--- src/game_ctrl_pkg.sv ---
// ----------------------------------------
// game control
// object counts, mask, kill and level
// types, FSM state encodings
// ----------------------------------------

package game_ctrl_pkg;

  // ----------------------------------------
  // counts
  // ----------------------------------------

  localparam int NUM_ENEMIES  = 4;
  // also the number of fire credits after reset
  localparam int NUM_MISSILES = 2;

  // ----------------------------------------
  // types
  // ----------------------------------------

  // one bit per enemy, set while alive
  typedef logic [NUM_ENEMIES-1:0] enemy_mask_t;

  // kills in the current level
  typedef logic [2:0] kill_cnt_t;

  // level number, wraps
  typedef logic [3:0] level_t;

  // hit detector state
  typedef enum logic {ALIVE, DEAD} alive_state_e;

  // formation direction
  typedef enum logic {SWEEP_RIGHT, SWEEP_LEFT} sweep_dir_e;

endpackage

--- src/game_geom_pkg.sv ---
// ----------------------------------------
// game geometry
// screen size, sprite boxes, motion steps
// and the screen coordinate type
// ----------------------------------------

package game_geom_pkg;

  // one screen coordinate, x or y
  typedef logic [10:0] coord_t;

  // ----------------------------------------
  // playfield
  // ----------------------------------------

  localparam coord_t SCREEN_W = coord_t'(800);
  localparam coord_t SCREEN_H = coord_t'(600);

  // ----------------------------------------
  // enemy sprite and hit box
  // ----------------------------------------

  // box spans x-25..x+25 and y..y+50, ends inclusive
  localparam coord_t HALF_WIDTH_ENEMY = coord_t'(25);
  localparam coord_t HEIGHT_ENEMY     = coord_t'(50);

  // top edge shared by the whole row
  localparam coord_t ENEMY_ROW_Y = coord_t'(100);

  // centre x of enemy i is base + spacing * i + sweep offset
  localparam coord_t ENEMY_BASE_X  = coord_t'(100);
  localparam coord_t ENEMY_SPACING = coord_t'(200);

  // offset bounces 0..SWEEP_MAX, one pixel per frame
  localparam coord_t SWEEP_MAX = coord_t'(100);

  // ----------------------------------------
  // missiles
  // ----------------------------------------

  // launch height, a little above the bottom edge where the ship sits
  localparam coord_t MISSILE_START_Y = SCREEN_H - coord_t'(40);

  // climb per frame
  localparam coord_t MISSILE_STEP = coord_t'(8);

endpackage
--- src/shooter_core.sv ---
// ----------------------------------------
// shooter core
// playfield logic: launcher, formation,
// hit detectors and level control
// ----------------------------------------

`timescale 1ns/1ps

module shooter_core (
  input  logic                                                 pclk,
  input  logic                                                 rst,
  input  logic                                                 frame_tick,
  input  game_geom_pkg::coord_t                                ship_x,
  input  logic                                                 fire,
  output logic                                                 fire_credit,
  output game_ctrl_pkg::enemy_mask_t                           alive_mask,
  output game_ctrl_pkg::kill_cnt_t                             kills,
  output game_ctrl_pkg::level_t                                level,
  output logic                                                 level_change,
  output game_geom_pkg::coord_t [game_ctrl_pkg::NUM_MISSILES-1:0] missile_x,
  output game_geom_pkg::coord_t [game_ctrl_pkg::NUM_MISSILES-1:0] missile_y,
  output logic [game_ctrl_pkg::NUM_MISSILES-1:0]               missile_active
);

  import game_geom_pkg::*;
  import game_ctrl_pkg::*;

  coord_t [NUM_ENEMIES-1:0] enemy_x;
  logic   [NUM_MISSILES-1:0] enemy_hit [NUM_ENEMIES];
  logic   [NUM_MISSILES-1:0] missile_hit;

  // any enemy struck by a missile frees its slot
  always_comb begin
    missile_hit = '0;
    for (int i = 0; i < NUM_ENEMIES; i++) begin
      missile_hit = missile_hit | enemy_hit[i];
    end
  end

  missile_launcher u_launcher (
    .pclk          (pclk),
    .rst           (rst),
    .frame_tick    (frame_tick),
    .fire          (fire),
    .ship_x        (ship_x),
    .missile_hit   (missile_hit),
    .missile_x     (missile_x),
    .missile_y     (missile_y),
    .missile_active(missile_active),
    .fire_credit   (fire_credit)
  );

  enemy_formation u_formation (
    .pclk        (pclk),
    .rst         (rst),
    .frame_tick  (frame_tick),
    .level_change(level_change),
    .enemy_x     (enemy_x)
  );

  for (genvar i = 0; i < NUM_ENEMIES; i++) begin : g_detect
    enemy_hit_detect u_detect (
      .pclk          (pclk),
      .rst           (rst),
      .level_change  (level_change),
      .enemy_x       (enemy_x[i]),
      .missile_x     (missile_x),
      .missile_y     (missile_y),
      .missile_active(missile_active),
      .alive         (alive_mask[i]),
      .hit           (enemy_hit[i])
    );
  end

  level_control u_level (
    .pclk        (pclk),
    .rst         (rst),
    .alive_mask  (alive_mask),
    .kills       (kills),
    .level       (level),
    .level_change(level_change)
  );

endmodule

--- src/level_control.sv ---
// ----------------------------------------
// level control
// counts kills, flags level change when
// the whole row is dead
// ----------------------------------------

`timescale 1ns/1ps

module level_control (
  input  logic                       pclk,
  input  logic                       rst,
  input  game_ctrl_pkg::enemy_mask_t alive_mask,
  output game_ctrl_pkg::kill_cnt_t   kills,
  output game_ctrl_pkg::level_t      level,
  output logic                       level_change
);

  import game_ctrl_pkg::*;

  enemy_mask_t prev_mask;
  kill_cnt_t   new_kills;
  logic        row_cleared;

  // falling alive bits since last cycle, two may drop together
  always_comb begin
    new_kills = '0;
    for (int i = 0; i < NUM_ENEMIES; i++) begin
      if (prev_mask[i] && !alive_mask[i]) begin
        new_kills = new_kills + 1'b1;
      end
    end
  end

  // mask stays zero for two cycles, pulse only on the first
  assign row_cleared = (alive_mask == '0) && !level_change;

  always_ff @(posedge pclk) begin
    if (rst) begin
      prev_mask    <= '1;
      kills        <= '0;
      level        <= '0;
      level_change <= 1'b0;
    end else begin
      prev_mask    <= alive_mask;
      level_change <= row_cleared;
      if (row_cleared) begin
        level <= level + 1'b1;
      end
      // clears with the row coming back
      if (level_change) begin
        kills <= '0;
      end else begin
        kills <= kills + new_kills;
      end
    end
  end

endmodule

--- src/enemy_hit_detect.sv ---
// ----------------------------------------
// enemy hit detector
// switches one enemy off when a missile
// enters its box, back on at level change
// ----------------------------------------

`timescale 1ns/1ps

module enemy_hit_detect (
  input  logic                                                 pclk,
  input  logic                                                 rst,
  input  logic                                                 level_change,
  input  game_geom_pkg::coord_t                                enemy_x,
  input  game_geom_pkg::coord_t [game_ctrl_pkg::NUM_MISSILES-1:0] missile_x,
  input  game_geom_pkg::coord_t [game_ctrl_pkg::NUM_MISSILES-1:0] missile_y,
  input  logic [game_ctrl_pkg::NUM_MISSILES-1:0]               missile_active,
  output logic                                                 alive,
  output logic [game_ctrl_pkg::NUM_MISSILES-1:0]               hit
);

  import game_geom_pkg::*;
  import game_ctrl_pkg::*;

  alive_state_e state;
  alive_state_e state_nxt;

  logic [NUM_MISSILES-1:0] in_box;

  // box test per missile, all bounds inclusive
  always_comb begin
    for (int i = 0; i < NUM_MISSILES; i++) begin
      in_box[i] = missile_active[i] &&
                  (missile_x[i] >= enemy_x - HALF_WIDTH_ENEMY) &&
                  (missile_x[i] <= enemy_x + HALF_WIDTH_ENEMY) &&
                  (missile_y[i] >= ENEMY_ROW_Y) &&
                  (missile_y[i] <= ENEMY_ROW_Y + HEIGHT_ENEMY);
    end
  end

  // ----------------------------------------
  // alive FSM
  // ----------------------------------------

  always_comb begin
    state_nxt = state;
    case (state)
      ALIVE:   if (|in_box) state_nxt = DEAD;
      DEAD:    if (level_change) state_nxt = ALIVE;
      default: state_nxt = ALIVE;
    endcase
  end

  always_ff @(posedge pclk) begin
    if (rst) begin
      state <= ALIVE;
      hit   <= '0;
    end else begin
      state <= state_nxt;
      // a dead enemy absorbs nothing
      hit   <= (state == ALIVE) ? in_box : '0;
    end
  end

  assign alive = (state == ALIVE);

endmodule

--- src/enemy_formation.sv ---
// ----------------------------------------
// enemy formation
// sweeping row offset and enemy centre x
// ----------------------------------------

`timescale 1ns/1ps

module enemy_formation (
  input  logic                                                pclk,
  input  logic                                                rst,
  input  logic                                                frame_tick,
  input  logic                                                level_change,
  output game_geom_pkg::coord_t [game_ctrl_pkg::NUM_ENEMIES-1:0] enemy_x
);

  import game_geom_pkg::*;
  import game_ctrl_pkg::*;

  sweep_dir_e dir;
  sweep_dir_e dir_nxt;
  coord_t     offset;
  coord_t     offset_nxt;

  // ----------------------------------------
  // direction FSM and offset
  // ----------------------------------------

  // sequence runs 0,1..SWEEP_MAX,SWEEP_MAX-1..0,1
  always_comb begin
    dir_nxt    = dir;
    offset_nxt = offset;
    if (level_change) begin
      dir_nxt    = SWEEP_RIGHT;
      offset_nxt = '0;
    end else if (frame_tick) begin
      case (dir)
        SWEEP_RIGHT: begin
          if (offset >= SWEEP_MAX) begin
            dir_nxt    = SWEEP_LEFT;
            offset_nxt = offset - 1'b1;
          end else begin
            offset_nxt = offset + 1'b1;
          end
        end
        SWEEP_LEFT: begin
          if (offset == '0) begin
            dir_nxt    = SWEEP_RIGHT;
            offset_nxt = offset + 1'b1;
          end else begin
            offset_nxt = offset - 1'b1;
          end
        end
        default: begin
          dir_nxt    = SWEEP_RIGHT;
          offset_nxt = '0;
        end
      endcase
    end
  end

  always_ff @(posedge pclk) begin
    if (rst) begin
      dir    <= SWEEP_RIGHT;
      offset <= '0;
    end else begin
      dir    <= dir_nxt;
      offset <= offset_nxt;
    end
  end

  // ----------------------------------------
  // per enemy centre x
  // ----------------------------------------

  for (genvar i = 0; i < NUM_ENEMIES; i++) begin : g_enemy_x
    localparam coord_t SLOT_X = coord_t'(ENEMY_BASE_X + ENEMY_SPACING * i);
    assign enemy_x[i] = SLOT_X + offset;
  end

endmodule

--- src/missile_launcher.sv ---
// ----------------------------------------
// missile launcher
// two missile slots, climb per frame,
// slot release with fire credit return
// ----------------------------------------

`timescale 1ns/1ps

module missile_launcher (
  input  logic                                                 pclk,
  input  logic                                                 rst,
  input  logic                                                 frame_tick,
  input  logic                                                 fire,
  input  game_geom_pkg::coord_t                                ship_x,
  input  logic [game_ctrl_pkg::NUM_MISSILES-1:0]               missile_hit,
  output game_geom_pkg::coord_t [game_ctrl_pkg::NUM_MISSILES-1:0] missile_x,
  output game_geom_pkg::coord_t [game_ctrl_pkg::NUM_MISSILES-1:0] missile_y,
  output logic [game_ctrl_pkg::NUM_MISSILES-1:0]               missile_active,
  output logic                                                 fire_credit
);

  import game_geom_pkg::*;
  import game_ctrl_pkg::*;

  // wide enough for every slot freeing plus one held credit
  localparam int CW = $clog2(NUM_MISSILES + 2);

  logic [NUM_MISSILES-1:0] load;
  logic [NUM_MISSILES-1:0] free;
  logic [CW-1:0]           credit_sum;
  logic                    pending;
  coord_t                  launch_x;

  // ship past the right edge pins to the last column
  assign launch_x = (ship_x < SCREEN_W) ? ship_x : SCREEN_W - coord_t'(1);

  // ----------------------------------------
  // slot selection and release
  // ----------------------------------------

  // fire goes to the lowest idle slot, dropped if none
  always_comb begin
    logic taken;
    taken = 1'b0;
    load  = '0;
    for (int i = 0; i < NUM_MISSILES; i++) begin
      if (fire && !missile_active[i] && !taken) begin
        load[i] = 1'b1;
        taken   = 1'b1;
      end
    end
  end

  // hit wins over motion, top of screen frees on the tick
  always_comb begin
    for (int i = 0; i < NUM_MISSILES; i++) begin
      free[i] = missile_active[i] &&
                (missile_hit[i] || (frame_tick && missile_y[i] < MISSILE_STEP));
    end
  end

  // credits owed this cycle, one goes out, the rest waits
  always_comb begin
    credit_sum = CW'(pending);
    for (int i = 0; i < NUM_MISSILES; i++) begin
      credit_sum = credit_sum + CW'(free[i]);
    end
  end

  // ----------------------------------------
  // control registers
  // ----------------------------------------

  always_ff @(posedge pclk) begin
    if (rst) begin
      missile_active <= '0;
      fire_credit    <= 1'b0;
      pending        <= 1'b0;
    end else begin
      for (int i = 0; i < NUM_MISSILES; i++) begin
        if (free[i]) begin
          missile_active[i] <= 1'b0;
        end else if (load[i]) begin
          missile_active[i] <= 1'b1;
        end
      end
      fire_credit <= (credit_sum != '0);
      pending     <= (credit_sum > CW'(1));
    end
  end

  // positions
  always_ff @(posedge pclk) begin
    for (int i = 0; i < NUM_MISSILES; i++) begin
      if (load[i]) begin
        missile_x[i] <= launch_x;
        missile_y[i] <= MISSILE_START_Y;
      end else if (missile_active[i] && frame_tick) begin
        missile_y[i] <= missile_y[i] - MISSILE_STEP;
      end
    end
  end

endmodule

--- config.mk ---
export PLATFORM = sky130hd
export DESIGN_NAME = shooter_core
export DESIGN_NICKNAME = d
export VERILOG_FILES = /design/src/game_ctrl_pkg.sv /design/src/game_geom_pkg.sv /design/src/shooter_core.sv /design/src/level_control.sv /design/src/enemy_hit_detect.sv /design/src/enemy_formation.sv /design/src/missile_launcher.sv
export SDC_FILE = /design/constraint.sdc
export NUM_CORES = 1
export LEC_CHECK = 0
export ABC_CLOCK_PERIOD_IN_PS = 9800
export CAP_MARGIN = 20
export CORE_UTILIZATION = 60
export DETAILED_ROUTE_END_ITERATION = 6
export DONT_BUFFER_PORTS = 1
export HOLD_SLACK_MARGIN = 0.12
export PLACE_DENSITY = 0.76
export SLEW_MARGIN = 15
export SYNTH_ARGS = -nofsm -noshare
export SYNTH_HDL_FRONTEND = slang
export SYNTH_SLANG_ARGS = --single-unit
--- constraint.sdc ---
create_clock -name pclk -period 9.8 [get_ports pclk]
set_input_delay 0.98 -clock pclk [delete_from_list [all_inputs] [get_ports pclk]]
set_output_delay 0.98 -clock pclk [all_outputs]
set_load 0.02 [all_outputs]
Word-level counts from Yosys, hierarchy flattened. Index checks and enable logic that the tools add are counted.

Bits in registers: 84. Latch bits: 0. Memory bits (writable): 0. ROM bits: 0. Bits of input ports: 15. Output and inout port bits: 59. Word-level logic and storage cells: 166. Memories: 0.

Add/sub/neg operators: 23. Multiply operators: 0. Div/mod/pow operators: 0. Order comparisons: 25. Equality and inequality tests: 0. Shift operators: 0. Multiplexer cells: 22. Bitwise gates (word level): 8. Reduce and logical (&&, ||, !) cells: 66.

Operator list (number): $ge A11 B11 Y1 (8); $le A11 B11 Y1 (8); $logic_and A1 B1 Y1 (46); $add A11 B5 Y11 const B (4); $sub A11 B5 Y11 const B (4); $ge A11 B7 Y1 const B (3); $mux W11 (3); $add A9 B11 Y11 const A (2); $le A11 B8 Y1 const B (2); $lt A11 B4 Y1 const B (2); $pmux W11 S2 (1); $reduce_or A2 Y1 (11); $sub A11 B4 Y11 const B (2); $add A10 B11 Y11 const A (1); $add A11 B1 Y11 const B (1); $add A7 B11 Y11 const A (1); $logic_not A11 Y1 (1); $lt A11 B10 Y1 const B (1); $sub A11 B1 Y11 const B (1); $mux W1 (10); $pmux W1 S2 (5); $mux W3 (3); $add A3 B1 Y3 const B (2); $or A2 B2 Y2 (3); other kinds (11) (19).

Logic depth before layout (Yosys ltp).
Word-level depth: 10. Depth in mapped cells: 21. Mapped depth without buffers: 18.

Hierarchy. Synthesis repeated with hierarchy kept, for this count alone.

Cell total of the unflattened synthesis: 1118. Area, all modules: 9484.1 sq um.

Modules (own cells, without submodules): enemy_hit_detect at g_detect[0].u_detect ... (instances 3, cells an instance 176, area each 1382.6 sq um, seq. area each 60.1 sq um); missile_launcher (instances 1, cells an instance 146, area each 1745.4 sq um, seq. area each 1061.0 sq um); enemy_formation (instances 1, cells an instance 197, area each 1510.2 sq um, seq. area each 240.2 sq um); enemy_hit_detect at g_detect[2].u_detect (instances 1, cells an instance 184, area each 1458.9 sq um, seq. area each 60.1 sq um); level_control (instances 1, cells an instance 61, area each 606.8 sq um, seq. area each 240.2 sq um); shooter_core (instances 1, cells an instance 2, area each 15.0 sq um, seq. area each 0.0 sq um).

Worst setup path after synthesis. No wires, ideal clock.

Kind: flip-flop to flip-flop. From: register u_formation.offset[2]. To: register g_detect[1].u_detect.state. Setup time: 0.060 ns. Arrival: 3.912 ns. Data required time: 9.740 ns. Slack: 5.829 ns. Stages on the path, launching flop included: 17. Buffers on the path: 3. Clock period less this slack: 3.971 ns. Cell sequence: dfxtp_1 -> buf_4 -> buf_2 -> inv_1 -> ha_1 -> clkbuf_1 -> a21boi_0 -> nand2_1 -> nor3b_1 -> a41oi_1 -> xor2_1 -> ha_1 -> a221o_1 -> nor3_1 -> a211oi_1 -> a2111oi_2 -> a221o_1.

Longest elaborated chain between the ends: 10. Elaborated cells between the ends (all ways): 18. Those cells by class: 3 x add/sub; 4 x order compare; 2 x mux; 9 x reduce/logical.

Ends and longest elaborated chain: start: declaration (line enemy_formation.sv:21) `coord_t offset;`; start signal: assignment (line enemy_formation.sv:67) `offset <= offset_nxt;`; $add A9 B11 Y11 (*) (line enemy_formation.sv:77) `assign enemy_x[i] = SLOT_X + offset;`; $sub A11 B5 Y11 (line enemy_hit_detect.sv:33) `(missile_x[i] >= enemy_x - HALF_WIDTH_ENEMY) &&`; $ge A11 B11 Y1 (line enemy_hit_detect.sv:33); $logic_and A1 B1 Y1 (line enemy_hit_detect.sv:32) `in_box[i] = missile_active[i] &&`; $logic_and A1 B1 Y1 (line enemy_hit_detect.sv:33); $logic_and A1 B1 Y1 (line enemy_hit_detect.sv:34) `(missile_x[i] <= enemy_x + HALF_WIDTH_ENEMY) &&`; $logic_and A1 B1 Y1 (line enemy_hit_detect.sv:35) `(missile_y[i] >= ENEMY_ROW_Y) &&`; $reduce_or A2 Y1 (*) (line enemy_hit_detect.sv:47) `ALIVE: if (|in_box) state_nxt = DEAD;`; $mux W1 (*) (line enemy_hit_detect.sv:47); $pmux W1 S2 (*) (line enemy_hit_detect.sv:46) `case (state)`; end signal: assignment (line enemy_hit_detect.sv:58) `state <= state_nxt;`; end: declaration (line enemy_hit_detect.sv:24) `alive_state_e state;`.

Every way passes the cells marked *; elsewhere a longest branch is shown, timed or not. A chain may end at the register's enable or synchronous reset.

Worst setup path in the final report. Ends and elaborated chain as after synthesis.

==> summary.md <==
| Metric | Value |
|---|---|
| Status | `completed` |
| Seq/Total Area, Yosys | `0.2202` |
| Wirelength per Cell | `19.57 um` |
| Max rail drop VDD | `0.1319 mV` |
| Crit path time final | `4.633 ns` |
| I/O pin count | `74` |
| Most common cell after layout, fill and taps aside | `ha_1` |
| Crit share post-route | `0.4727` |
| CTS tree | `yes` |
| Maximum Capacitance Violations | `0` |
| # port buffers | `0` |
| Largest family of logic cells by synthesized area | `adder cells` |
| Synth Area in Simple Gates | `0.1981` |
| Sum Neg Setup Slack | `0 ns` |
| Row cnt | `42` |
| Global placement routability congestion | `0.9402` |
| PD cells | `112.5 nW/um^2` |
| Post-DP HPWL | `16.58 mm` |
| CTS Buf Count | `9` |
| CTS Sinks | `78` |
| Post-synth ARST share | `0` |
| Routed via count | `7045` |
| Crit path DAT | `4.93 ns` |
| Flop-to-flop setup slack | `5.17 ns` |
| Min-delay src | `g_detect[3].u_detect.state` |
| Antenna Nets Post-Route | `0` |
| Synth Area in XOR/XNOR | `0.1166` |
| Routed WL | `21.70 mm` |
| Total GRT Usage | `0.3171` |
| RSZ-0062 raised after global routing | `false` |
| Design Power | `0.9466 mW` |
| Critical Path Fanout Max | `23` |
| Layout cells sized above 1 | `0.05895` |
| Synth Area in Adders | `0.2227` |
| Fill cells | `1175` |
| Core area | `13190 sq um` |
| WP data required | `10.09 ns` |
| Reg2reg end | `g_detect[1].u_detect.state` |
| Initial antenna violation count | `0` |
| Synthesized area | `8090 sq um` |
| First-pass GRT wire length | `34.73 mm` |
| Vias per std cell | `6.353` |
| Die Ht | `118.1 um` |
| Total gr overflow | `0` |
| Worst R2R Start | `u_formation.offset[2]` |
| Worst setup EP type | `flip-flop` |
| Hold-critical path depth | `1` |
| Fin. Hold Viols | `0` |
| Syn avg cell area | `8.507 sq um` |
| Skew final | `0.009403 ns` |
| # H-tree levels | `3` |
| Worst-Margin Slew | `0.8409 ns` |
| Die extent in x | `118.1 um` |
| Number of synthesized flops with an enable pin | `22` |
| Post-CTS setup repair buffer count | `0` |
| Antenna cell count | `0` |
| Number of global-route vias before repair | `6697` |
| CTS hold repair buffers | `0` |
| Crit path kind | `flip-flop to flip-flop` |
| Static Leak | `3.442 nW` |
| Multiplexer share of the synthesized area | `0.005258` |
| Max_slew headroom | `0.4394` |
| Final setup fails | `0` |
| Compound-Gate Fraction of Synth Area | `0.1907` |
| Deepest clock path buffer count | `2` |
| Largest net degree at the start of global routing | `45` |
| Initial Util | `0.6134` |
| Clock transition at path regs | `0.07 ns` |
| Synth warnings | `0` |
| Mapped Cells | `951` |
| Hold Path Sink | `u_level.prev_mask[3]` |
| Synth Flop Type | `dfxtp_1` |
| Die Area | `13950 sq um` |
| Hold Crit Class | `flip-flop to flip-flop` |
| Nets | `1079` |
| CTS Root Cell | `clkbuf_16` |
| F_max | `0.2159 GHz` |
| Drt first-iter violations | `542` |
| Area grow syn2layout | `3.975%` |
| Max-slew violations | `0` |
| Post-route DRC | `0` |
| Cell variety after synth | `85` |
| Worst Setup Start Kind | `flip-flop` |
| DR pass1 iterations | `5` |
| Clk_lat worst skew | `0.36 ns` |
| Flop and latch count out of synthesis | `78` |
| Worst R2R Path Depth | `13` |
| Most frequent cells in the layout | `ha_1 (134), nand2_1 (79), nor2_1 (66), xnor2_1 (60), dfxtp_1 (56)` |
| Post-cts resize count | `0` |
==> flip-flops by register name, indices dropped and copies added, names as in the netlist <==
signal / count
u_level.level_change: 1
g_detect.u_detect.state: 4
u_launcher.missile_y: 16
u_launcher.pending: 1
u_formation.offset: 11
u_formation.dir: 1
u_launcher.fire_credit: 1
u_level.kills: 3
u_level.level: 4
u_launcher.missile_active: 2
g_detect.u_detect.hit: 8
u_level.prev_mask: 4
u_launcher.missile_x: 22
==> cells in the mapped netlist (7+ instances only) <==
| library cell | count | area, sq um |
|---|---|---|
| ha_1 | 134 | 1677 |
| nand2_1 | 79 | 296.5 |
| nor2_1 | 66 | 247.7 |
| xnor2_1 | 60 | 525.5 |
| dfxtp_1 | 56 | 1121 |
| a21oi_1 | 53 | 265.3 |
| o21ai_0 | 50 | 250.2 |
| xor2_1 | 39 | 341.6 |
| inv_1 | 34 | 127.6 |
| nand3_1 | 28 | 140.1 |
| nor3_1 | 25 | 125.1 |
| edfxtp_1 | 22 | 660.6 |
| nand2b_1 | 20 | 125.1 |
| clkbuf_1 | 18 | 67.56 |
| a21o_1 | 17 | 127.6 |
| nand4_1 | 16 | 100.1 |
| nor4_1 | 13 | 81.33 |
| a211oi_1 | 11 | 82.58 |
| buf_4 | 11 | 82.58 |
| o211ai_1 | 11 | 82.58 |
| nor2b_1 | 10 | 62.56 |
| o21a_1 | 10 | 75.07 |
| buf_2 | 9 | 45.04 |
| or3_1 | 8 | 50.05 |
| and2_1 | 7 | 43.79 |
==> worst max-delay path by stage <==
| stage | endpoint | slack [ns] | from |
|---|---|---|---|
| CTS | g_detect[1].u_detect.state | 5.27 | u_formation.offset[2] |
| global route | g_detect[1].u_detect.state | 4.84 | u_formation.offset[2] |
| floorplan | g_detect[1].u_detect.state | 5.83 | u_formation.offset[2] |
| detailed placement | g_detect[1].u_detect.state | 5.28 | u_formation.offset[2] |
| global placement | g_detect[1].u_detect.state | 5.39 | u_formation.offset[2] |
| finish | g_detect[1].u_detect.state | 5.17 | u_formation.offset[2] |
==> per-layer routing <==
layer,global-route usage,share of wire,vias to the layer above
met3,0.06783,0.070,53
met1,0.4097,0.43,3288
li1,-,-,3431
met5,0,0,-
met2,0.5033,0.46,273
met4,0.1474,0.035,0
==> power breakdown <==
part / internal (mW) / switching (mW) / total [mW]
logic: 0.0951 / 0.135 / 0.230
registers: 0.344 / 0.0401 / 0.384
clock network: 0.177 / 0.155 / 0.332
total: 0.616 / 0.331 / 0.947
==> cell type report <==
| class | count | area [sq um] | area share |
|---|---|---|---|
| clock buffer | 9 | 225.2 | 0.02677 |
| clock inverter | 7 | 60.06 | 0.007140 |
| inverter | 37 | 138.9 | 0.01651 |
| multi-input combinational | 799 | 5963 | 0.7089 |
| sequential | 78 | 1782 | 0.2118 |
| tap | 176 | 220.2 | 0.02618 |
| timing repair buffer | 3 | 22.52 | 0.002677 |
==> critical path: stages (launching register included) <==
cell,delay (ns)
dfxtp_1,0.81
inv_1,0.27
ha_1,0.65
a21boi_0,0.52
nand2_1,0.13
nor3b_1,0.19
a41oi_1,0.26
xor2_1,0.28
ha_1,0.33
a221o_1,0.34
nor3_1,0.14
a211oi_1,0.11
a2111oi_2,0.39
a221o_1,0.16
==> stage by stage <==
stage	instance area [sq um]	hold WS (ns)	instances	setup slack, ns	utilization
finish	8412	0.4879	1109	5.167	0.6377
global route	8412	0.5006	1109	4.839	0.6377
CTS	8412	0.4831	1109	5.268	0.6377
detailed placement	8127	0.4699	1093	5.282	0.6161
global placement	8127	0.4640	1093	5.387	0.6161
floorplan	8117	0.4301	958	5.829	-
==> kinds of logic (layout without fill, tap and decap cells) <==
family | count (synthesis) | after routing
buffers and inverters | 81 | 56
adders and majority gates | 144 | 144
other | 1 | 8
AOI/OAI and AO/OA | 230 | 230
muxes | 4 | 4
DFF | 78 | 78
and+or+nand+nor | 310 | 310
xor gates and xnor gates | 103 | 103
Note: power is estimated with default switching activity, not from simulation.
